**config.mk**
```make
export PLATFORM = sky130hd
export DESIGN_NAME = wb_intercon_flat
export DESIGN_NICKNAME = d
export VERILOG_FILES = /design/src/source/soc_pkg.sv /design/src/source/wb_bus_if.sv /design/src/source/wb_intercon.sv /design/src/flat_wrapper.sv
export SDC_FILE = /design/constraint.sdc
export NUM_CORES = 1
export LEC_CHECK = 0
export CAP_MARGIN = 20
export CORE_AREA = 2 2 124 126
export DETAILED_ROUTE_END_ITERATION = 10
export DIE_AREA = 0 0 126 128
export DONT_BUFFER_PORTS = 1
export GPL_TIMING_DRIVEN = 0
export PLACE_DENSITY = 0.3
export SYNTH_ARGS = -nofsm -noshare
export SYNTH_HDL_FRONTEND = slang
export SYNTH_SLANG_ARGS = --single-unit
export TNS_END_PERCENT = 20
```
**constraint.sdc**
```tcl
create_clock -name wb_clk_i -period 2.1 [get_ports wb_clk_i]
set_clock_uncertainty 0.1 [all_clocks]
set_input_delay 0.105 -clock wb_clk_i [delete_from_list [all_inputs] [get_ports wb_clk_i]]
set_output_delay 0.105 -clock wb_clk_i [all_outputs]
set_load 0.005 [all_outputs]
```
**src/source/soc_pkg.sv**
```systemverilog
`default_nettype none

package soc_pkg;

	// Wishbone widths
	localparam int WB_ADR_W = 32;
	localparam int WB_DAT_W = 32;
	localparam int WB_SEL_W = WB_DAT_W / 8;

	typedef logic [WB_ADR_W-1:0] wb_adr_t;
	typedef logic [WB_DAT_W-1:0] wb_dat_t;
	typedef logic [WB_SEL_W-1:0] wb_sel_t;

	//////////////////////////////
	// Address map
	//////////////////////////////

	// 256 words of main RAM at the bottom of the map
	localparam int RAM_ADR_BITS = 8;
	localparam wb_adr_t RAM_BASE = 32'h0000_0000;
	localparam wb_adr_t RAM_MASK = 32'h0000_03ff;

	typedef logic [RAM_ADR_BITS-1:0] ram_idx_t;

	// Two word registers of the transmitter
	localparam wb_adr_t UART_BASE = 32'h9000_0000;
	localparam wb_adr_t UART_MASK = 32'h0000_0007;
	localparam logic [2:0] UART_DATA_OFS = 3'h0;
	localparam logic [2:0] UART_STAT_OFS = 3'h4;

	//////////////////////////////
	// Serial timing
	//////////////////////////////
	localparam int UART_DIVISOR = 4;
	localparam int UART_DIV_BITS = $clog2(UART_DIVISOR);

	typedef logic [UART_DIV_BITS-1:0] uart_div_t;
	typedef logic [7:0] uart_byte_t;
	typedef logic [2:0] uart_bit_t;

	typedef enum logic [1:0] {IDLE, START, DATA, STOP} uart_state_t;

endpackage

`default_nettype wire

```
**src/source/wb_bus_if.sv**
```systemverilog
`timescale 1ns/10ps
`default_nettype none

interface wb_bus_if;
	import soc_pkg::*;

	// Request, master to slave
	wb_adr_t adr;
	wb_dat_t dat_m2s;
	wb_sel_t sel;
	logic    we;
	logic    cyc;
	logic    stb;

	// Reply, slave to master
	wb_dat_t dat_s2m;
	logic    ack;
	logic    err;

	modport master (
		output adr, dat_m2s, sel, we, cyc, stb,
		input  dat_s2m, ack, err
	);

	modport slave (
		input  adr, dat_m2s, sel, we, cyc, stb,
		output dat_s2m, ack, err
	);

endinterface

`default_nettype wire

```
**src/source/wb_intercon.sv**
```systemverilog
`timescale 1ns/10ps
`default_nettype none

module wb_intercon (
	input  logic             wb_clk_i,
	input  logic             reset_i,
	input  soc_pkg::wb_adr_t wb_adr_i,
	input  soc_pkg::wb_dat_t wb_dat_i,
	input  soc_pkg::wb_sel_t wb_sel_i,
	input  logic             wb_we_i,
	input  logic             wb_cyc_i,
	input  logic             wb_stb_i,
	output soc_pkg::wb_dat_t wb_dat_o,
	output logic             wb_ack_o,
	output logic             wb_err_o,
	wb_bus_if.master         ram_bus,
	wb_bus_if.master         uart_bus
);
	import soc_pkg::*;

	logic ram_hit;
	logic uart_hit;
	logic slv_err;
	logic err_q;

	// Window decode
	assign ram_hit  = ((wb_adr_i & ~RAM_MASK) == RAM_BASE);
	assign uart_hit = ((wb_adr_i & ~UART_MASK) == UART_BASE);

	// Request goes to both, only the hit slave sees cyc and stb
	assign ram_bus.adr      = wb_adr_i;
	assign ram_bus.dat_m2s  = wb_dat_i;
	assign ram_bus.sel      = wb_sel_i;
	assign ram_bus.we       = wb_we_i;
	assign ram_bus.cyc      = wb_cyc_i & ram_hit;
	assign ram_bus.stb      = wb_stb_i & ram_hit;

	assign uart_bus.adr     = wb_adr_i;
	assign uart_bus.dat_m2s = wb_dat_i;
	assign uart_bus.sel     = wb_sel_i;
	assign uart_bus.we      = wb_we_i;
	assign uart_bus.cyc     = wb_cyc_i & uart_hit;
	assign uart_bus.stb     = wb_stb_i & uart_hit;

	// Reply mux
	always_comb begin
		wb_dat_o = '0;
		wb_ack_o = 1'b0;
		slv_err  = 1'b0;
		if (ram_hit) begin
			wb_dat_o = ram_bus.dat_s2m;
			wb_ack_o = ram_bus.ack;
			slv_err  = ram_bus.err;
		end else if (uart_hit) begin
			wb_dat_o = uart_bus.dat_s2m;
			wb_ack_o = uart_bus.ack;
			slv_err  = uart_bus.err;
		end
	end

	// Error slave for holes in the map, one pulse per request
	always_ff @(posedge wb_clk_i) begin
		if (reset_i) begin
			err_q <= 1'b0;
		end else begin
			err_q <= wb_cyc_i & wb_stb_i & ~ram_hit & ~uart_hit & ~err_q;
		end
	end

	assign wb_err_o = slv_err | err_q;

	a_ack_err_excl: assert property (@(posedge wb_clk_i) disable iff (reset_i)
		!(wb_ack_o && wb_err_o));

	a_one_slave: assert property (@(posedge wb_clk_i) disable iff (reset_i)
		!(ram_bus.stb && uart_bus.stb));

endmodule

`default_nettype wire

```
**src/flat_wrapper.sv**
```systemverilog
// flat-port wrapper written by rule: the top's interface ports become plain ports
module wb_intercon_flat import soc_pkg::*;
  (wb_clk_i, reset_i, wb_adr_i, wb_dat_i, wb_sel_i, wb_we_i, wb_cyc_i, wb_stb_i, wb_dat_o, wb_ack_o, wb_err_o, ram_bus_adr, ram_bus_dat_m2s, ram_bus_sel, ram_bus_we, ram_bus_cyc, ram_bus_stb, ram_bus_dat_s2m, ram_bus_ack, ram_bus_err, uart_bus_adr, uart_bus_dat_m2s, uart_bus_sel, uart_bus_we, uart_bus_cyc, uart_bus_stb, uart_bus_dat_s2m, uart_bus_ack, uart_bus_err);
  wb_bus_if ram_bus_i ();
  wb_bus_if uart_bus_i ();
  input  logic wb_clk_i;
  input  logic reset_i;
  input  soc_pkg::wb_adr_t wb_adr_i;
  input  soc_pkg::wb_dat_t wb_dat_i;
  input  soc_pkg::wb_sel_t wb_sel_i;
  input  logic wb_we_i;
  input  logic wb_cyc_i;
  input  logic wb_stb_i;
  output soc_pkg::wb_dat_t wb_dat_o;
  output logic wb_ack_o;
  output logic wb_err_o;
  output wire logic [$bits(ram_bus_i.adr)-1:0] ram_bus_adr;
  output wire logic [$bits(ram_bus_i.dat_m2s)-1:0] ram_bus_dat_m2s;
  output wire logic [$bits(ram_bus_i.sel)-1:0] ram_bus_sel;
  output wire logic [$bits(ram_bus_i.we)-1:0] ram_bus_we;
  output wire logic [$bits(ram_bus_i.cyc)-1:0] ram_bus_cyc;
  output wire logic [$bits(ram_bus_i.stb)-1:0] ram_bus_stb;
  input wire logic [$bits(ram_bus_i.dat_s2m)-1:0] ram_bus_dat_s2m;
  input wire logic [$bits(ram_bus_i.ack)-1:0] ram_bus_ack;
  input wire logic [$bits(ram_bus_i.err)-1:0] ram_bus_err;
  output wire logic [$bits(uart_bus_i.adr)-1:0] uart_bus_adr;
  output wire logic [$bits(uart_bus_i.dat_m2s)-1:0] uart_bus_dat_m2s;
  output wire logic [$bits(uart_bus_i.sel)-1:0] uart_bus_sel;
  output wire logic [$bits(uart_bus_i.we)-1:0] uart_bus_we;
  output wire logic [$bits(uart_bus_i.cyc)-1:0] uart_bus_cyc;
  output wire logic [$bits(uart_bus_i.stb)-1:0] uart_bus_stb;
  input wire logic [$bits(uart_bus_i.dat_s2m)-1:0] uart_bus_dat_s2m;
  input wire logic [$bits(uart_bus_i.ack)-1:0] uart_bus_ack;
  input wire logic [$bits(uart_bus_i.err)-1:0] uart_bus_err;
  assign ram_bus_adr = ram_bus_i.adr;
  assign ram_bus_dat_m2s = ram_bus_i.dat_m2s;
  assign ram_bus_sel = ram_bus_i.sel;
  assign ram_bus_we = ram_bus_i.we;
  assign ram_bus_cyc = ram_bus_i.cyc;
  assign ram_bus_stb = ram_bus_i.stb;
  assign ram_bus_i.dat_s2m = ram_bus_dat_s2m;
  assign ram_bus_i.ack = ram_bus_ack;
  assign ram_bus_i.err = ram_bus_err;
  assign uart_bus_adr = uart_bus_i.adr;
  assign uart_bus_dat_m2s = uart_bus_i.dat_m2s;
  assign uart_bus_sel = uart_bus_i.sel;
  assign uart_bus_we = uart_bus_i.we;
  assign uart_bus_cyc = uart_bus_i.cyc;
  assign uart_bus_stb = uart_bus_i.stb;
  assign uart_bus_i.dat_s2m = uart_bus_dat_s2m;
  assign uart_bus_i.ack = uart_bus_ack;
  assign uart_bus_i.err = uart_bus_err;
  wb_intercon u_core (.wb_clk_i(wb_clk_i), .reset_i(reset_i), .wb_adr_i(wb_adr_i), .wb_dat_i(wb_dat_i), .wb_sel_i(wb_sel_i), .wb_we_i(wb_we_i), .wb_cyc_i(wb_cyc_i), .wb_stb_i(wb_stb_i), .wb_dat_o(wb_dat_o), .wb_ack_o(wb_ack_o), .wb_err_o(wb_err_o), .ram_bus(ram_bus_i), .uart_bus(uart_bus_i));
endmodule
```
; ---- Word-level counts from Yosys, hierarchy flattened
; Cells that the tools add are included.
[word_totals]
word_cells = 21
ff_bits = 1
[op_classes]
n_mux = 6
bitwise = 12
reduce_logical = 1
eq_ne = 1
[ops]
columns = op, count
row1 = two-way mux 32 bit, 2
row2 = zero test 32 bit, 1
row3 = == test 29 bit (second input constant), 1
row4 = bitwise AND 1 bit, 8
row5 = two-way mux 1 bit, 4
row6 = NOT 1 bit, 3
row7 = bitwise OR 1 bit, 1

; ---- Logic depth before layout (Yosys ltp)
[depth]
word_depth = 5
ltp_mapped = 6
depth_no_buf = 4

; ---- Least setup slack after synthesis
; OpenSTA, ideal clock, no wires.
[synth_path]
path_kind = input port to output port
startpoint = input wb_adr_i[3]
endpoint = output wb_dat_o[13]
setup_slack_ns = 0.443
arrival_ns = 1.452
path_stages = 5
path_cell_list = or4_4 > nor4_4 > buf_6 > a22oi_2 > nor2_2
[synth_via]
elab_chain_len = 3
[synth_lines]
columns = element, line
row1 = start: declaration, flat_wrapper.sv:8  ; input soc_pkg::wb_adr_t wb_adr_i;
row2 = == test 29 bit, wb_intercon.sv:28  ; assign uart_hit = ((wb_adr_i & ~UART_MASK) == UART_BASE);
row3 = two-way mux 32 bit, wb_intercon.sv:54  ; end else if (uart_hit) begin
row4 = two-way mux 32 bit, wb_intercon.sv:50  ; if (ram_hit) begin
row5 = end: declaration, flat_wrapper.sv:14  ; output soc_pkg::wb_dat_t wb_dat_o;
; Every way passes these cells.

; ---- Worst setup path in the final report
[layout_path]
startpoint = input wb_adr_i[20]
endpoint = output wb_dat_o[11]
[layout_via]
elab_chain_len = 3
word_cells_on_any_way = 4
[layout_lines]
columns = element, line
row1 = == test 29 bit, wb_intercon.sv:28
row2 = two-way mux 32 bit, wb_intercon.sv:54
row3 = two-way mux 32 bit *, wb_intercon.sv:50
; Mark *: on every way between the ends. The rest lies on a longest branch, timed or not.

==> results by group <==
Global routing
  • Largest net degree at the start of global routing: 11
  • Grt total ovfl: 0
  • First-pass GRT wire length: 6.72 mm
  • Vias in the first global route: 1,251
  • Initial antenna violation count: 0
  • Gr usage total: 5.37%

Final layout
  • Fraction of layout cells with a size suffix above 1: 77.8%
  • Largest register FFs: 1
  • Nets: 382
  • Design area: around 2000 µm²
  • Top reg by flops: u_core.err_q
  • Largest registers: u_core.err_q (1)
  • P&R area growth vs syn: 15.2%
  • Non-Filler Instances: approximately 430
  • Final core occ: 13.7%
  • Most common cell after layout, fill and taps aside: buf_4
  • Most frequent cells in the layout: buf_4, a22oi_1, nor2_2
  • # diodes: 0

Timing
  • Fmax: ~0.57 GHz
  • Post-layout min period: about 1.8 ns
  • Final setup viols: 0
  • Fin. max-slew vios: 0
  • Fin crit share: 83.6%
  • RSZ-0062 raised after global routing: no
  • Slew headroom: 35.9%
  • Final hold vios: 0
  • Worst slew pin tran: 0.958 ns

Yosys
  • Seq cells post-synth: 1
  • Synth top area share: 59.0%
  • Area leader, netlist: buf_4
  • Register area share after synthesis: under 10%
  • Synth area leaders: buf_4, a22oi_2, a22oi_1
  • Net Count, Synth: 378
  • Cell Area, Synth: 1770 µm²
  • Ys Warns: 0
  • Distinct cells, synth: 20
  • Synthesized area per cell: 7.46 µm²
  • Synthesized instance count: 237

CTS
  • Clock Pin Slew Worst Setup and Hold Paths: 0 ns
  • Hold-fix buffers, CTS: 0
  • Worst-Skew Late Latency: 0 ns

Floorplan
  • Ports: 317
  • Total core area: ~15,000 µm²
  • Die Y: ~130 µm
  • Die area: 16,100 µm²
  • Starting density of the core: 11.9%
  • Die X: 126 µm
  • Site row count: 45

Setup path
  • Worst path buffer plus inverter count: 1
  • Crit Path Max Fanout: 10
  • Max stage delay on crit path: 0.47 ns
  • Startpoint type of the worst setup path: primary input
  • Crit Path Category: primary input to primary output
  • WP data arrival: 1.55 ns
  • Critical Path Slowest Stage Cell: or2_2
  • CP endpoint kind: primary output
  • Crit path max-delay family: simple AND/OR/NAND/NOR gates
  • Req. time, crit path: 1.89 ns
  • Critical Path, Cell by Cell: nor4_1 > nand3_1 > or2_2 > clkbuf_2 > nor2_1

Routing
  • Via count: about 1,500
  • Vias per std cell: 3.51
  • DRC: 0
  • Post-detailed-route count of antenna-violating nets: 0
  • Initial DRC count: 16
  • TritonRoute pass-1 iters: 4
  • Total Wirelength: 5.86 mm
  • WL/cell: 13.7 µm

Power and ir drop
  • LEAKAGE: 0.829 nW
  • PD cells: 148 nW/µm²
  • Total chip power: 302 µW
  • Peak supply drop: 0.0324 mV

Status
  • Status: complete, no violations

Placement
  • Placed insts: 425
  • Post-DP HPWL: 5.24 mm
  • Placement Cell Area: approximately 2000 µm²
  • GP Congestion: 0.711
  • Port bufs: 0

Flow run
  • Max_cap viols: 0

Min path
  • Worst min path class: primary input to flip-flop
-- power breakdown --
group	leakage [nW]	total (mW)	internal, mW	switching [mW]
Sequential	0.00820	0.0205	0.0202	0.000362
Clock	0	0	0	0
Combinational	0.821	0.282	0.188	0.0934
-- worst paths after layout --
kind | start | to | slack (ns) | depth (start not counted)
worst max-delay path | wb_adr_i[20] | wb_dat_o[11] | 0.35 | 5
worst min-delay path | wb_cyc_i | u_core.err_q | 0.15 | 1
worst max register to register | u_core.err_q | u_core.err_q | 1.36 | 2
worst min register to register | u_core.err_q | u_core.err_q | 0.43 | 2
-- what timing repair did --
item / CTS / global route
buffers inserted: 3 / 0
endpoints found under the setup margin: 30 / 20
pin swaps: 1 / 0
gates resized for setup: 2 / 0
-- cell families (layout without fill, tap and decap cells) --
group / after synthesis / after routing / synth area share (%)
compound gates: 36 / 36 / 19.7
buf+inv: 148 / 150 / 62.3
simple gates: 52 / 52 / 16.8
flops: 1 / 1 / 1.13
-- metal layers --
metal  global-route usage, %  wire length (µm)  up-vias
li1                        -                 -      665
met1                    5.38              1840      653
met2                    12.1              3340      179
met3                   0.376               646        3
met4                   0.388                36        0
met5                       0                 0        -
-- Yosys cell counts, drive strengths merged --
| library cell | count |
|---|---|
| a22oi | 34 |
| and3 | 4 |
| buf | 145 |
| clkbuf | 3 |
| dfxtp | 1 |
| nand2 | 1 |
| nand3 | 1 |
| nand3b | 1 |
| nor2 | 37 |
| nor4 | 6 |
| o2111a | 1 |
| o21bai | 1 |
| or2 | 1 |
| or4 | 1 |
-- stage by stage --
stage / worst slack (ns) / setup TNS [ns] / hold slack (ns)
2_1_floorplan: 0.443 / 0 / 0.145
3_3_place_gp: -0.123 / -2.86 / 0.152
3_5_place_dp: -0.0754 / -1.53 / 0.156
4_1_cts: 0.0172 / 0 / 0.156
5_1_grt: 0.214 / 0 / 0.165
6_report: 0.345 / 0 / 0.153
-- cell type report --
class	instances	area, µm²
repair buffers	3	35.0
multi-input cells	88	647
flip-flops and latches	1	20.0
well taps	188	235
fillers	1699	12800
plain buffers	147	1100
Power figures use the tool's default switching activity.
