==> src/source/soc_pkg.sv <==
`default_nettype none

package soc_pkg;

	// Wishbone widths
	localparam int WB_ADR_W = 32;
	localparam int WB_DAT_W = 32;
	localparam int WB_SEL_W = WB_DAT_W / 8;

	typedef logic [WB_ADR_W-1:0] wb_adr_t;
	typedef logic [WB_DAT_W-1:0] wb_dat_t;
	typedef logic [WB_SEL_W-1:0] wb_sel_t;

	//////////////////////////////
	// Address map
	//////////////////////////////

	// 256 words of main RAM at the bottom of the map
	localparam int RAM_ADR_BITS = 8;
	localparam wb_adr_t RAM_BASE = 32'h0000_0000;
	localparam wb_adr_t RAM_MASK = 32'h0000_03ff;

	typedef logic [RAM_ADR_BITS-1:0] ram_idx_t;

	// Two word registers of the transmitter
	localparam wb_adr_t UART_BASE = 32'h9000_0000;
	localparam wb_adr_t UART_MASK = 32'h0000_0007;
	localparam logic [2:0] UART_DATA_OFS = 3'h0;
	localparam logic [2:0] UART_STAT_OFS = 3'h4;

	//////////////////////////////
	// Serial timing
	//////////////////////////////
	localparam int UART_DIVISOR = 4;
	localparam int UART_DIV_BITS = $clog2(UART_DIVISOR);

	typedef logic [UART_DIV_BITS-1:0] uart_div_t;
	typedef logic [7:0] uart_byte_t;
	typedef logic [2:0] uart_bit_t;

	typedef enum logic [1:0] {IDLE, START, DATA, STOP} uart_state_t;

endpackage

`default_nettype wire

==> src/source/wb_bus_if.sv <==
`timescale 1ns/10ps
`default_nettype none

interface wb_bus_if;
	import soc_pkg::*;

	// Request, master to slave
	wb_adr_t adr;
	wb_dat_t dat_m2s;
	wb_sel_t sel;
	logic    we;
	logic    cyc;
	logic    stb;

	// Reply, slave to master
	wb_dat_t dat_s2m;
	logic    ack;
	logic    err;

	modport master (
		output adr, dat_m2s, sel, we, cyc, stb,
		input  dat_s2m, ack, err
	);

	modport slave (
		input  adr, dat_m2s, sel, we, cyc, stb,
		output dat_s2m, ack, err
	);

endinterface

`default_nettype wire

==> src/source/wb_uart_tx.sv <==
`timescale 1ns/10ps
`default_nettype none

module wb_uart_tx (
	input  logic    wb_clk_i,
	input  logic    reset_i,
	wb_bus_if.slave bus,
	output logic    uart_tx_o
);
	import soc_pkg::*;

	uart_state_t state_q;
	uart_div_t   div_q;
	uart_bit_t   bit_q;
	uart_byte_t  shift_q;
	wb_dat_t     rd_q;
	logic        tx_q;
	logic        ack_q;
	logic        req;
	logic        data_wr;
	logic        stat_rd;
	logic        busy;
	logic        accept;
	logic        bit_end;

	//////////////////////////////
	// Register interface
	//////////////////////////////
	assign busy    = (state_q != IDLE);
	assign req     = bus.cyc & bus.stb & ~ack_q;
	assign data_wr = req & bus.we & (bus.adr[2:0] == UART_DATA_OFS);
	assign stat_rd = req & ~bus.we & (bus.adr[2:0] == UART_STAT_OFS);
	assign accept  = data_wr & ~busy;

	// A data write waits here until the frame in flight is done
	always_ff @(posedge wb_clk_i) begin
		if (reset_i) begin
			ack_q <= 1'b0;
		end else begin
			ack_q <= req & (~data_wr | ~busy);
		end
	end

	always_ff @(posedge wb_clk_i) begin
		if (req) begin
			rd_q <= stat_rd ? wb_dat_t'(busy) : '0;
		end
	end

	assign bus.dat_s2m = rd_q;
	assign bus.ack     = ack_q;
	assign bus.err     = 1'b0;

	//////////////////////////////
	// Transmitter
	//////////////////////////////
	assign bit_end = (div_q == uart_div_t'(UART_DIVISOR - 1));

	always_ff @(posedge wb_clk_i) begin
		if (reset_i) begin
			state_q <= IDLE;
			div_q   <= '0;
			bit_q   <= '0;
			tx_q    <= 1'b1;
		end else begin
			div_q <= bit_end ? '0 : div_q + 1'b1;
			case (state_q)
				IDLE: begin
					div_q <= '0;
					if (accept) begin
						state_q <= START;
						tx_q    <= 1'b0;
					end
				end
				START: begin
					if (bit_end) begin
						state_q <= DATA;
						bit_q   <= '0;
						tx_q    <= shift_q[0];
					end
				end
				DATA: begin
					if (bit_end) begin
						bit_q <= bit_q + 1'b1;
						// Last data bit done, go to stop
						if (bit_q == uart_bit_t'(7)) begin
							state_q <= STOP;
							tx_q    <= 1'b1;
						end else begin
							tx_q <= shift_q[1];
						end
					end
				end
				STOP: begin
					if (bit_end) begin
						state_q <= IDLE;
					end
				end
				default: state_q <= IDLE;
			endcase
		end
	end

	// LSB first
	always_ff @(posedge wb_clk_i) begin
		if (accept) begin
			shift_q <= bus.dat_m2s[7:0];
		end else if (state_q == DATA && bit_end) begin
			shift_q <= shift_q >> 1;
		end
	end

	assign uart_tx_o = tx_q;

	a_idle_high: assert property (@(posedge wb_clk_i) disable iff (reset_i)
		(state_q == IDLE) |-> tx_q);

	a_start_low: assert property (@(posedge wb_clk_i) disable iff (reset_i)
		(state_q == START) |-> !tx_q);

	a_no_wr_ack_busy: assert property (@(posedge wb_clk_i) disable iff (reset_i)
		(ack_q && bus.we && bus.adr[2:0] == UART_DATA_OFS) |-> $past(state_q) == IDLE);

endmodule

`default_nettype wire

==> src/flat_wrapper.sv <==
// flat-port wrapper written by rule: the top's interface ports become plain ports
module wb_uart_tx_flat import soc_pkg::*;
  (wb_clk_i, reset_i, uart_tx_o, bus_adr, bus_dat_m2s, bus_sel, bus_we, bus_cyc, bus_stb, bus_dat_s2m, bus_ack, bus_err);
  wb_bus_if bus_i ();
  input  logic wb_clk_i;
  input  logic reset_i;
  output logic uart_tx_o;
  input wire logic [$bits(bus_i.adr)-1:0] bus_adr;
  input wire logic [$bits(bus_i.dat_m2s)-1:0] bus_dat_m2s;
  input wire logic [$bits(bus_i.sel)-1:0] bus_sel;
  input wire logic [$bits(bus_i.we)-1:0] bus_we;
  input wire logic [$bits(bus_i.cyc)-1:0] bus_cyc;
  input wire logic [$bits(bus_i.stb)-1:0] bus_stb;
  output wire logic [$bits(bus_i.dat_s2m)-1:0] bus_dat_s2m;
  output wire logic [$bits(bus_i.ack)-1:0] bus_ack;
  output wire logic [$bits(bus_i.err)-1:0] bus_err;
  assign bus_i.adr = bus_adr;
  assign bus_i.dat_m2s = bus_dat_m2s;
  assign bus_i.sel = bus_sel;
  assign bus_i.we = bus_we;
  assign bus_i.cyc = bus_cyc;
  assign bus_i.stb = bus_stb;
  assign bus_dat_s2m = bus_i.dat_s2m;
  assign bus_ack = bus_i.ack;
  assign bus_err = bus_i.err;
  wb_uart_tx u_core (.wb_clk_i(wb_clk_i), .reset_i(reset_i), .bus(bus_i), .uart_tx_o(uart_tx_o));
endmodule
==> config.mk <==
export PLATFORM = sky130hd
export DESIGN_NAME = wb_uart_tx_flat
export DESIGN_NICKNAME = d
export VERILOG_FILES = /design/src/source/soc_pkg.sv /design/src/source/wb_bus_if.sv /design/src/source/wb_uart_tx.sv /design/src/flat_wrapper.sv
export SDC_FILE = /design/constraint.sdc
export NUM_CORES = 1
export LEC_CHECK = 0
export BUFFER_PORTS_ARGS = -buffer_cell sky130_fd_sc_hd__buf_2
export CAP_MARGIN = 5
export CORE_ASPECT_RATIO = 0.9
export CORE_UTILIZATION = 35
export DETAILED_ROUTE_END_ITERATION = 16
export PLACE_DENSITY = 0.78
export SYNTH_ARGS = -nofsm -noshare
export SYNTH_HDL_FRONTEND = slang
export SYNTH_SLANG_ARGS = --single-unit
export TNS_END_PERCENT = 10
==> constraint.sdc <==
create_clock -name wb_clk_i -period 2.1 [get_ports wb_clk_i]
set_input_delay 0.105 -clock wb_clk_i [delete_from_list [all_inputs] [get_ports wb_clk_i]]
set_output_delay 0.105 -clock wb_clk_i [all_outputs]
set_load 0.02 [all_outputs]
Word-level counts from Yosys, hierarchy flattened
Cells that the tools add are included.
{ "classes": {"n_reduce_logical": 11, "bitwise": 13, "n_eq_ne": 11, "add_sub_neg": 2, "mux": 16} }
{ "op_table": {"columns": ["op", "count"], "rows": [
  ["8-bit 2-to-1 mux", 2],
  ["2-bit 2-to-1 mux", 5],
  ["2-bit by 1-bit inequality test with 1-bit output, second input constant", 5],
  ["1-bit AND", 8],
  ["2-bit one-hot mux with 4 select lines", 1],
  ["2-bit equality test, second input constant", 3],
  ["3-bit equality test, second input constant", 2],
  ["3-bit 2-to-1 mux", 2],
  ["3-bit one-hot mux with 2 select lines", 1],
  ["2-bit nonzero test", 3],
  ["5-bit AND reduction", 1],
  ["1-bit 2-to-1 mux", 4],
  ["1-bit inverter", 4],
  ["4-bit AND reduction", 1],
  ["3-bit by 1-bit adder with 3-bit output, second input constant", 1],
  ["3-bit logical NOT", 1],
  ["1-bit one-hot mux with 3 select lines", 1],
  ["3-bit AND reduction", 1],
  ["3-bit nonzero test", 1],
  ["3-bit OR reduction", 1],
  ["2-bit by 1-bit adder with 2-bit output, second input constant", 1],
  ["2-bit by 1-bit equality test with 1-bit output, second input constant", 1],
  ["2-bit logical NOT", 1],
  ["1-bit logical AND", 1],
  ["1-bit bitwise OR", 1]
]} }
{ "totals": {"output_inout_bits": 35, "regBits": 49, "inputBits": 73} }

Longest topological paths before layout
{ "logic_depth": {"depth_word": 7, "ltp_mapped": 7, "ltp_nobuf": 6} }

Worst setup path after synthesis
Ideal clock, no wire load.
{ "synth_timing": {"path_kind": "reg2reg", "start": "register u_core.state_q[0]", "end": "register u_core.shift_q[0], data pin", "setup_time_ns": 0.260, "arrival_ns": 1.332, "stages_incl_launch_ff": 6, "slack_ns": 0.508, "path_buffers": 1, "period_less_slack_ns": 1.592, "cell_sequence": "dfxtp_1 inv_1 ha_1 clkbuf_1 nand2_1 mux2_2"} }
{ "synth_via": {"elab_chain_len": 4} }
{ "synth_lines": {"columns": ["element", "line_no", "rtl"], "rows": [
  ["start: declaration", "wb_uart_tx.sv:12", "uart_state_t state_q;"],
  ["start signal: assignment", "wb_uart_tx.sv:61", "state_q <= IDLE;"],
  ["start signal: assignment", "wb_uart_tx.sv:71", "state_q <= START;"],
  ["start signal: assignment", "wb_uart_tx.sv:77", "state_q <= DATA;"],
  ["2-bit nonzero test", "wb_uart_tx.sv:29", "assign busy = (state_q != IDLE);"],
  ["1-bit inverter", "wb_uart_tx.sv:33", "assign accept = data_wr & ~busy;"],
  ["1-bit AND", "wb_uart_tx.sv:33", null],
  ["8-bit 2-to-1 mux", "wb_uart_tx.sv:106", "if (accept) begin"],
  ["end signal: assignment", "wb_uart_tx.sv:107", "shift_q <= bus.dat_m2s[7:0];"],
  ["end signal: assignment", "wb_uart_tx.sv:109", "shift_q <= shift_q >> 1;"],
  ["end: declaration", "wb_uart_tx.sv:15", "uart_byte_t shift_q;"]
]} }
Every way passes these cells.
A chain may end at the register's enable or synchronous reset.

Final worst setup path
{ "layout_timing": {"start": "register u_core.state_q[0]", "end": "register u_core.shift_q[4], enable pin"} }
{ "layout_via": {"elab_chain_len": 4} }
{ "layout_lines": {"columns": ["element", "line_no"], "rows": [
  ["2-bit nonzero test", "wb_uart_tx.sv:29"],
  ["1-bit inverter", "wb_uart_tx.sv:33"],
  ["1-bit AND", "wb_uart_tx.sv:33"],
  ["2-bit nonzero test (no source line) *", null]
]} }
Every way passes the cells marked *; elsewhere a longest branch is shown, timed or not.

==> out/metrics.yaml <==
wire_length_of_the_first_global_routing_pass_um: 2350
met3_length_um: 100
sum_of_overflow_across_all_layers_after_global_routing: 0
dr_total_vias: 701
yosysWarningCount: 0
power.density_nw_per_um2: 722
post-route-period-util_pct: 84.6
power.combinational.fraction_pct: 30.4
grt_max_degree: 12
worst_setup_hold_path_clk_slew_ns: 0.10
initial_utilization_pct: 36.7
routed_wl_um: 1520
max-cap-violations: 0
syn2layout_area_growth_pct: 2.67
seq_power_share_pct: 49.0
final.setup_skew_ns: 0.00268
internal_power_uw: 552
design.core.area_um2: 3070
critical_path_capture_point_type: "register"
die_h_um: 55.8
holdBufCountCts: 0
final_layout_size_suffix_gt1_share_pct: 24.0
synth.cell_area_um2: 1130
postCtsResizedCells: 0
highest_layer: "met4"
detail_route.iter0.violations: 18
first_global_vias: 553
gp_congestion: 0.757
synthesized_area_per_cell_um2: 10.1
final-hold-violation-count: 0
ys_seq_area_share_pct: 40.0
final_period_minus_worst_setup_slack_ns: 1.78
track_usage_pct: 9.58
route.detailed.vias_per_inst: 4.10
worstSetupStartpointType: "register"
max_clock_freq_ghz: 0.563
setup_viol: 0
insertion_delay_ns: 0.29
clkPwrFrac_pct: 20.6
leakagePower_uw: 0.000530
worstPathMaxFanout: 9
final_nets: 210
synth-async-reset-ratio_pct: 0
antenna_violating_nets_post_route: 0
synth_seq_cells: 18
critPathRequiredTime_ns: 2.07
synth_top_cells_by_area: "sky130_fd_sc_hd__edfxtp_1 24%, sky130_fd_sc_hd__buf_4 21%, sky130_fd_sc_hd__dfxtp_1 16%"
dpl.cell_count: 167
routedWlPerCell_um: 8.91
holdCritPathClass: "input pin to register"
synth_top_area_share_pct: 24.0
final-max-slew-violation-count: 0
run_status: "completed"
wl_met2_um: 699
ir_worst_vdd_mv: 0.275
htree_num_levels: 1
synth_largest_area_cell: "sky130_fd_sc_hd__edfxtp_1"
chipWidth_um: 61.8
grt_setup_unrepaired: "false"
synthCells: 112
dominantRegCellSynth: "sky130_fd_sc_hd__edfxtp_1"
cts_setup_buffers: 0
sw_frac_of_total_pct: 33.9
hpwlAfterDp_um: 1180
place.port_buffers: 18
antennaDiodeCount: 0
fin_tns_setup_ns: 0
met1Wirelength_um: 699
net_sw_power_uw: 283
synth_edf_count: 9
die_area_um2: 3450
io_pins: 108
ctsLongestPathBuffers: 2
drt-pass1-iter-count: 6
detail_route.drc_violations: 0
floorplan.rows: 19
tritoncts_num_sinks: 18
crit_arrival_ns: 1.74
numCtsBuffers: 3
tritoncts: "done"
antenna_found_initial: 0
filler_cell_count: 323
master_cell_of_the_clock_root_buffer: "sky130_fd_sc_hd__clkbuf_4"
post_layout_nonfiller_instances: 171
post_synth_num_cell_types: 26
critical_path_class: "register to register"
-- placed cells by master (no fill, tap or decap) --
| cell type | netlist | final |
|---|---|---|
| sky130_fd_sc_hd__conb_1 | 1 | 32 |
| sky130_fd_sc_hd__buf_2 | 0 | 18 |
| sky130_fd_sc_hd__nor2_1 | 10 | 10 |
| sky130_fd_sc_hd__dfxtp_1 | 9 | 9 |
| sky130_fd_sc_hd__edfxtp_1 | 9 | 9 |
| sky130_fd_sc_hd__mux2_2 | 7 | 7 |
| sky130_fd_sc_hd__ha_1 | 7 | 7 |
| sky130_fd_sc_hd__nand2_1 | 5 | 5 |
| sky130_fd_sc_hd__nor3_1 | 4 | 4 |
| sky130_fd_sc_hd__inv_1 | 4 | 4 |
| sky130_fd_sc_hd__clkbuf_4 | 0 | 3 |
| sky130_fd_sc_hd__o21ai_0 | 2 | 2 |
| sky130_fd_sc_hd__a21oi_1 | 2 | 2 |
| sky130_fd_sc_hd__a32oi_1 | 2 | 2 |
| sky130_fd_sc_hd__mux2i_1 | 2 | 2 |
| sky130_fd_sc_hd__nand2b_1 | 2 | 2 |
| sky130_fd_sc_hd__nand3b_1 | 1 | 1 |
| sky130_fd_sc_hd__or4b_2 | 1 | 1 |
| sky130_fd_sc_hd__or4b_4 | 1 | 1 |
| sky130_fd_sc_hd__or2_0 | 1 | 1 |
| sky130_fd_sc_hd__a221o_1 | 1 | 1 |
| sky130_fd_sc_hd__a211oi_2 | 1 | 1 |
| sky130_fd_sc_hd__nor4_1 | 1 | 1 |
| sky130_fd_sc_hd__nor4b_1 | 1 | 1 |
| sky130_fd_sc_hd__a211oi_1 | 1 | 1 |
| sky130_fd_sc_hd__and3_1 | 1 | 1 |
| sky130_fd_sc_hd__clkinv_1 | 0 | 1 |
-- critical path, stage by stage, from the launching register on --
cell	delay, ns
sky130_fd_sc_hd__dfxtp_1	0.34
sky130_fd_sc_hd__inv_1	0.11
sky130_fd_sc_hd__ha_1	0.34
sky130_fd_sc_hd__nand2_1	0.29
sky130_fd_sc_hd__nand2_1	0.37
-- per-stage QoR --
| step | utilization, % | setup slack (ns) | total power (uW) | area, um2 | hold WS, ns |
|---|---|---|---|---|---|
| final | 37.7 | 0.323 | 835 | 1160 | 0.106 |
| after global routing | 37.7 | 0.126 | 889 | 1160 | 0.0998 |
| after CTS | 37.7 | 0.280 | 841 | 1160 | 0.0996 |
| after detailed placement | 36.8 | 0.239 | 669 | 1130 | 0.412 |
| after global placement | 36.8 | 0.285 | 667 | 1130 | 0.408 |
| after floorplan | - | 0.508 | 664 | 1240 | 0.289 |
-- routing by layer --
metal | vias up | GRT usage (%)
met5 | - | 0
li1 | 353 | -
met3 | 6 | 2.09
met1 | 304 | 13.0
met4 | 0 | 5.71
met2 | 38 | 13.7
-- kinds of logic (layout without fill, tap and decap cells) --
| group | after synthesis | count (layout) | share of synthesized area [%] |
|---|---|---|---|
| AO/OA/AOI/OAI | 9 | 9 | 6.00 |
| adder cells (fa/ha/maj) | 7 | 7 | 7.78 |
| buffers and inverters | 40 | 26 | 24.0 |
| flip-flops | 18 | 18 | 40.0 |
| multiplexers | 9 | 9 | 8.78 |
| other | 1 | 32 | 0.333 |
| AND/OR/NAND/NOR | 28 | 28 | 13.1 |
-- flip-flops by register name (all words and copies together) (netlist names) --
| register | count |
|---|---|
| u_core.shift_q | 8 |
| u_core.bit_q | 3 |
| u_core.div_q | 2 |
| u_core.state_q | 2 |
| u_core.bus.ack | 1 |
| u_core.bus.dat_s2m | 1 |
| u_core.uart_tx_o | 1 |
-- power by group through the flow --
stage / Clock (uW) / Combinational (uW) / Sequential, uW
floorplan: 0 / 237 / 427
global placement: 0 / 252 / 416
detailed placement: 0 / 251 / 417
CTS: 179 / 252 / 409
global route: 195 / 282 / 413
finish: 172 / 254 / 409
-- cell usage after synthesis, types with 2 or more instances --
cell	number
sky130_fd_sc_hd__nor3_1	4
sky130_fd_sc_hd__a32oi_1	2
sky130_fd_sc_hd__a21oi_1	2
sky130_fd_sc_hd__clkbuf_1	4
sky130_fd_sc_hd__ha_1	7
sky130_fd_sc_hd__nand2b_1	2
sky130_fd_sc_hd__edfxtp_1	9
sky130_fd_sc_hd__buf_4	32
sky130_fd_sc_hd__nor2_1	10
sky130_fd_sc_hd__inv_1	4
sky130_fd_sc_hd__nand2_1	5
sky130_fd_sc_hd__mux2_2	7
sky130_fd_sc_hd__mux2i_1	2
sky130_fd_sc_hd__dfxtp_1	9
sky130_fd_sc_hd__o21ai_0	2
-- area by class of cell --
class | count | area (um2) | area share, %
clock buffer | 3 | 22.5 | 1.95
multi-input combinational | 85 | 522 | 45.1
timing repair buffer | 18 | 90.1 | 7.79
clock inverter | 1 | 3.75 | 0.325
tap | 42 | 52.6 | 4.55
sequential | 18 | 450 | 39.0
inverter | 4 | 15.0 | 1.30
-- path summary, 6_finish.rpt --
path                            slack (ns)           endpoint  depth (start not counted)              start
worst max register to register        0.32  u_core.shift_q[4]                          4  u_core.state_q[0]
worst min register to register        0.44    u_core.div_q[0]                          1    u_core.div_q[0]
worst max-delay path                  0.32  u_core.shift_q[4]                          4  u_core.state_q[0]
worst min-delay path                  0.11  u_core.shift_q[3]                          2     bus_dat_m2s[3]
No activity file was read; power rests on OpenSTA's default activity.
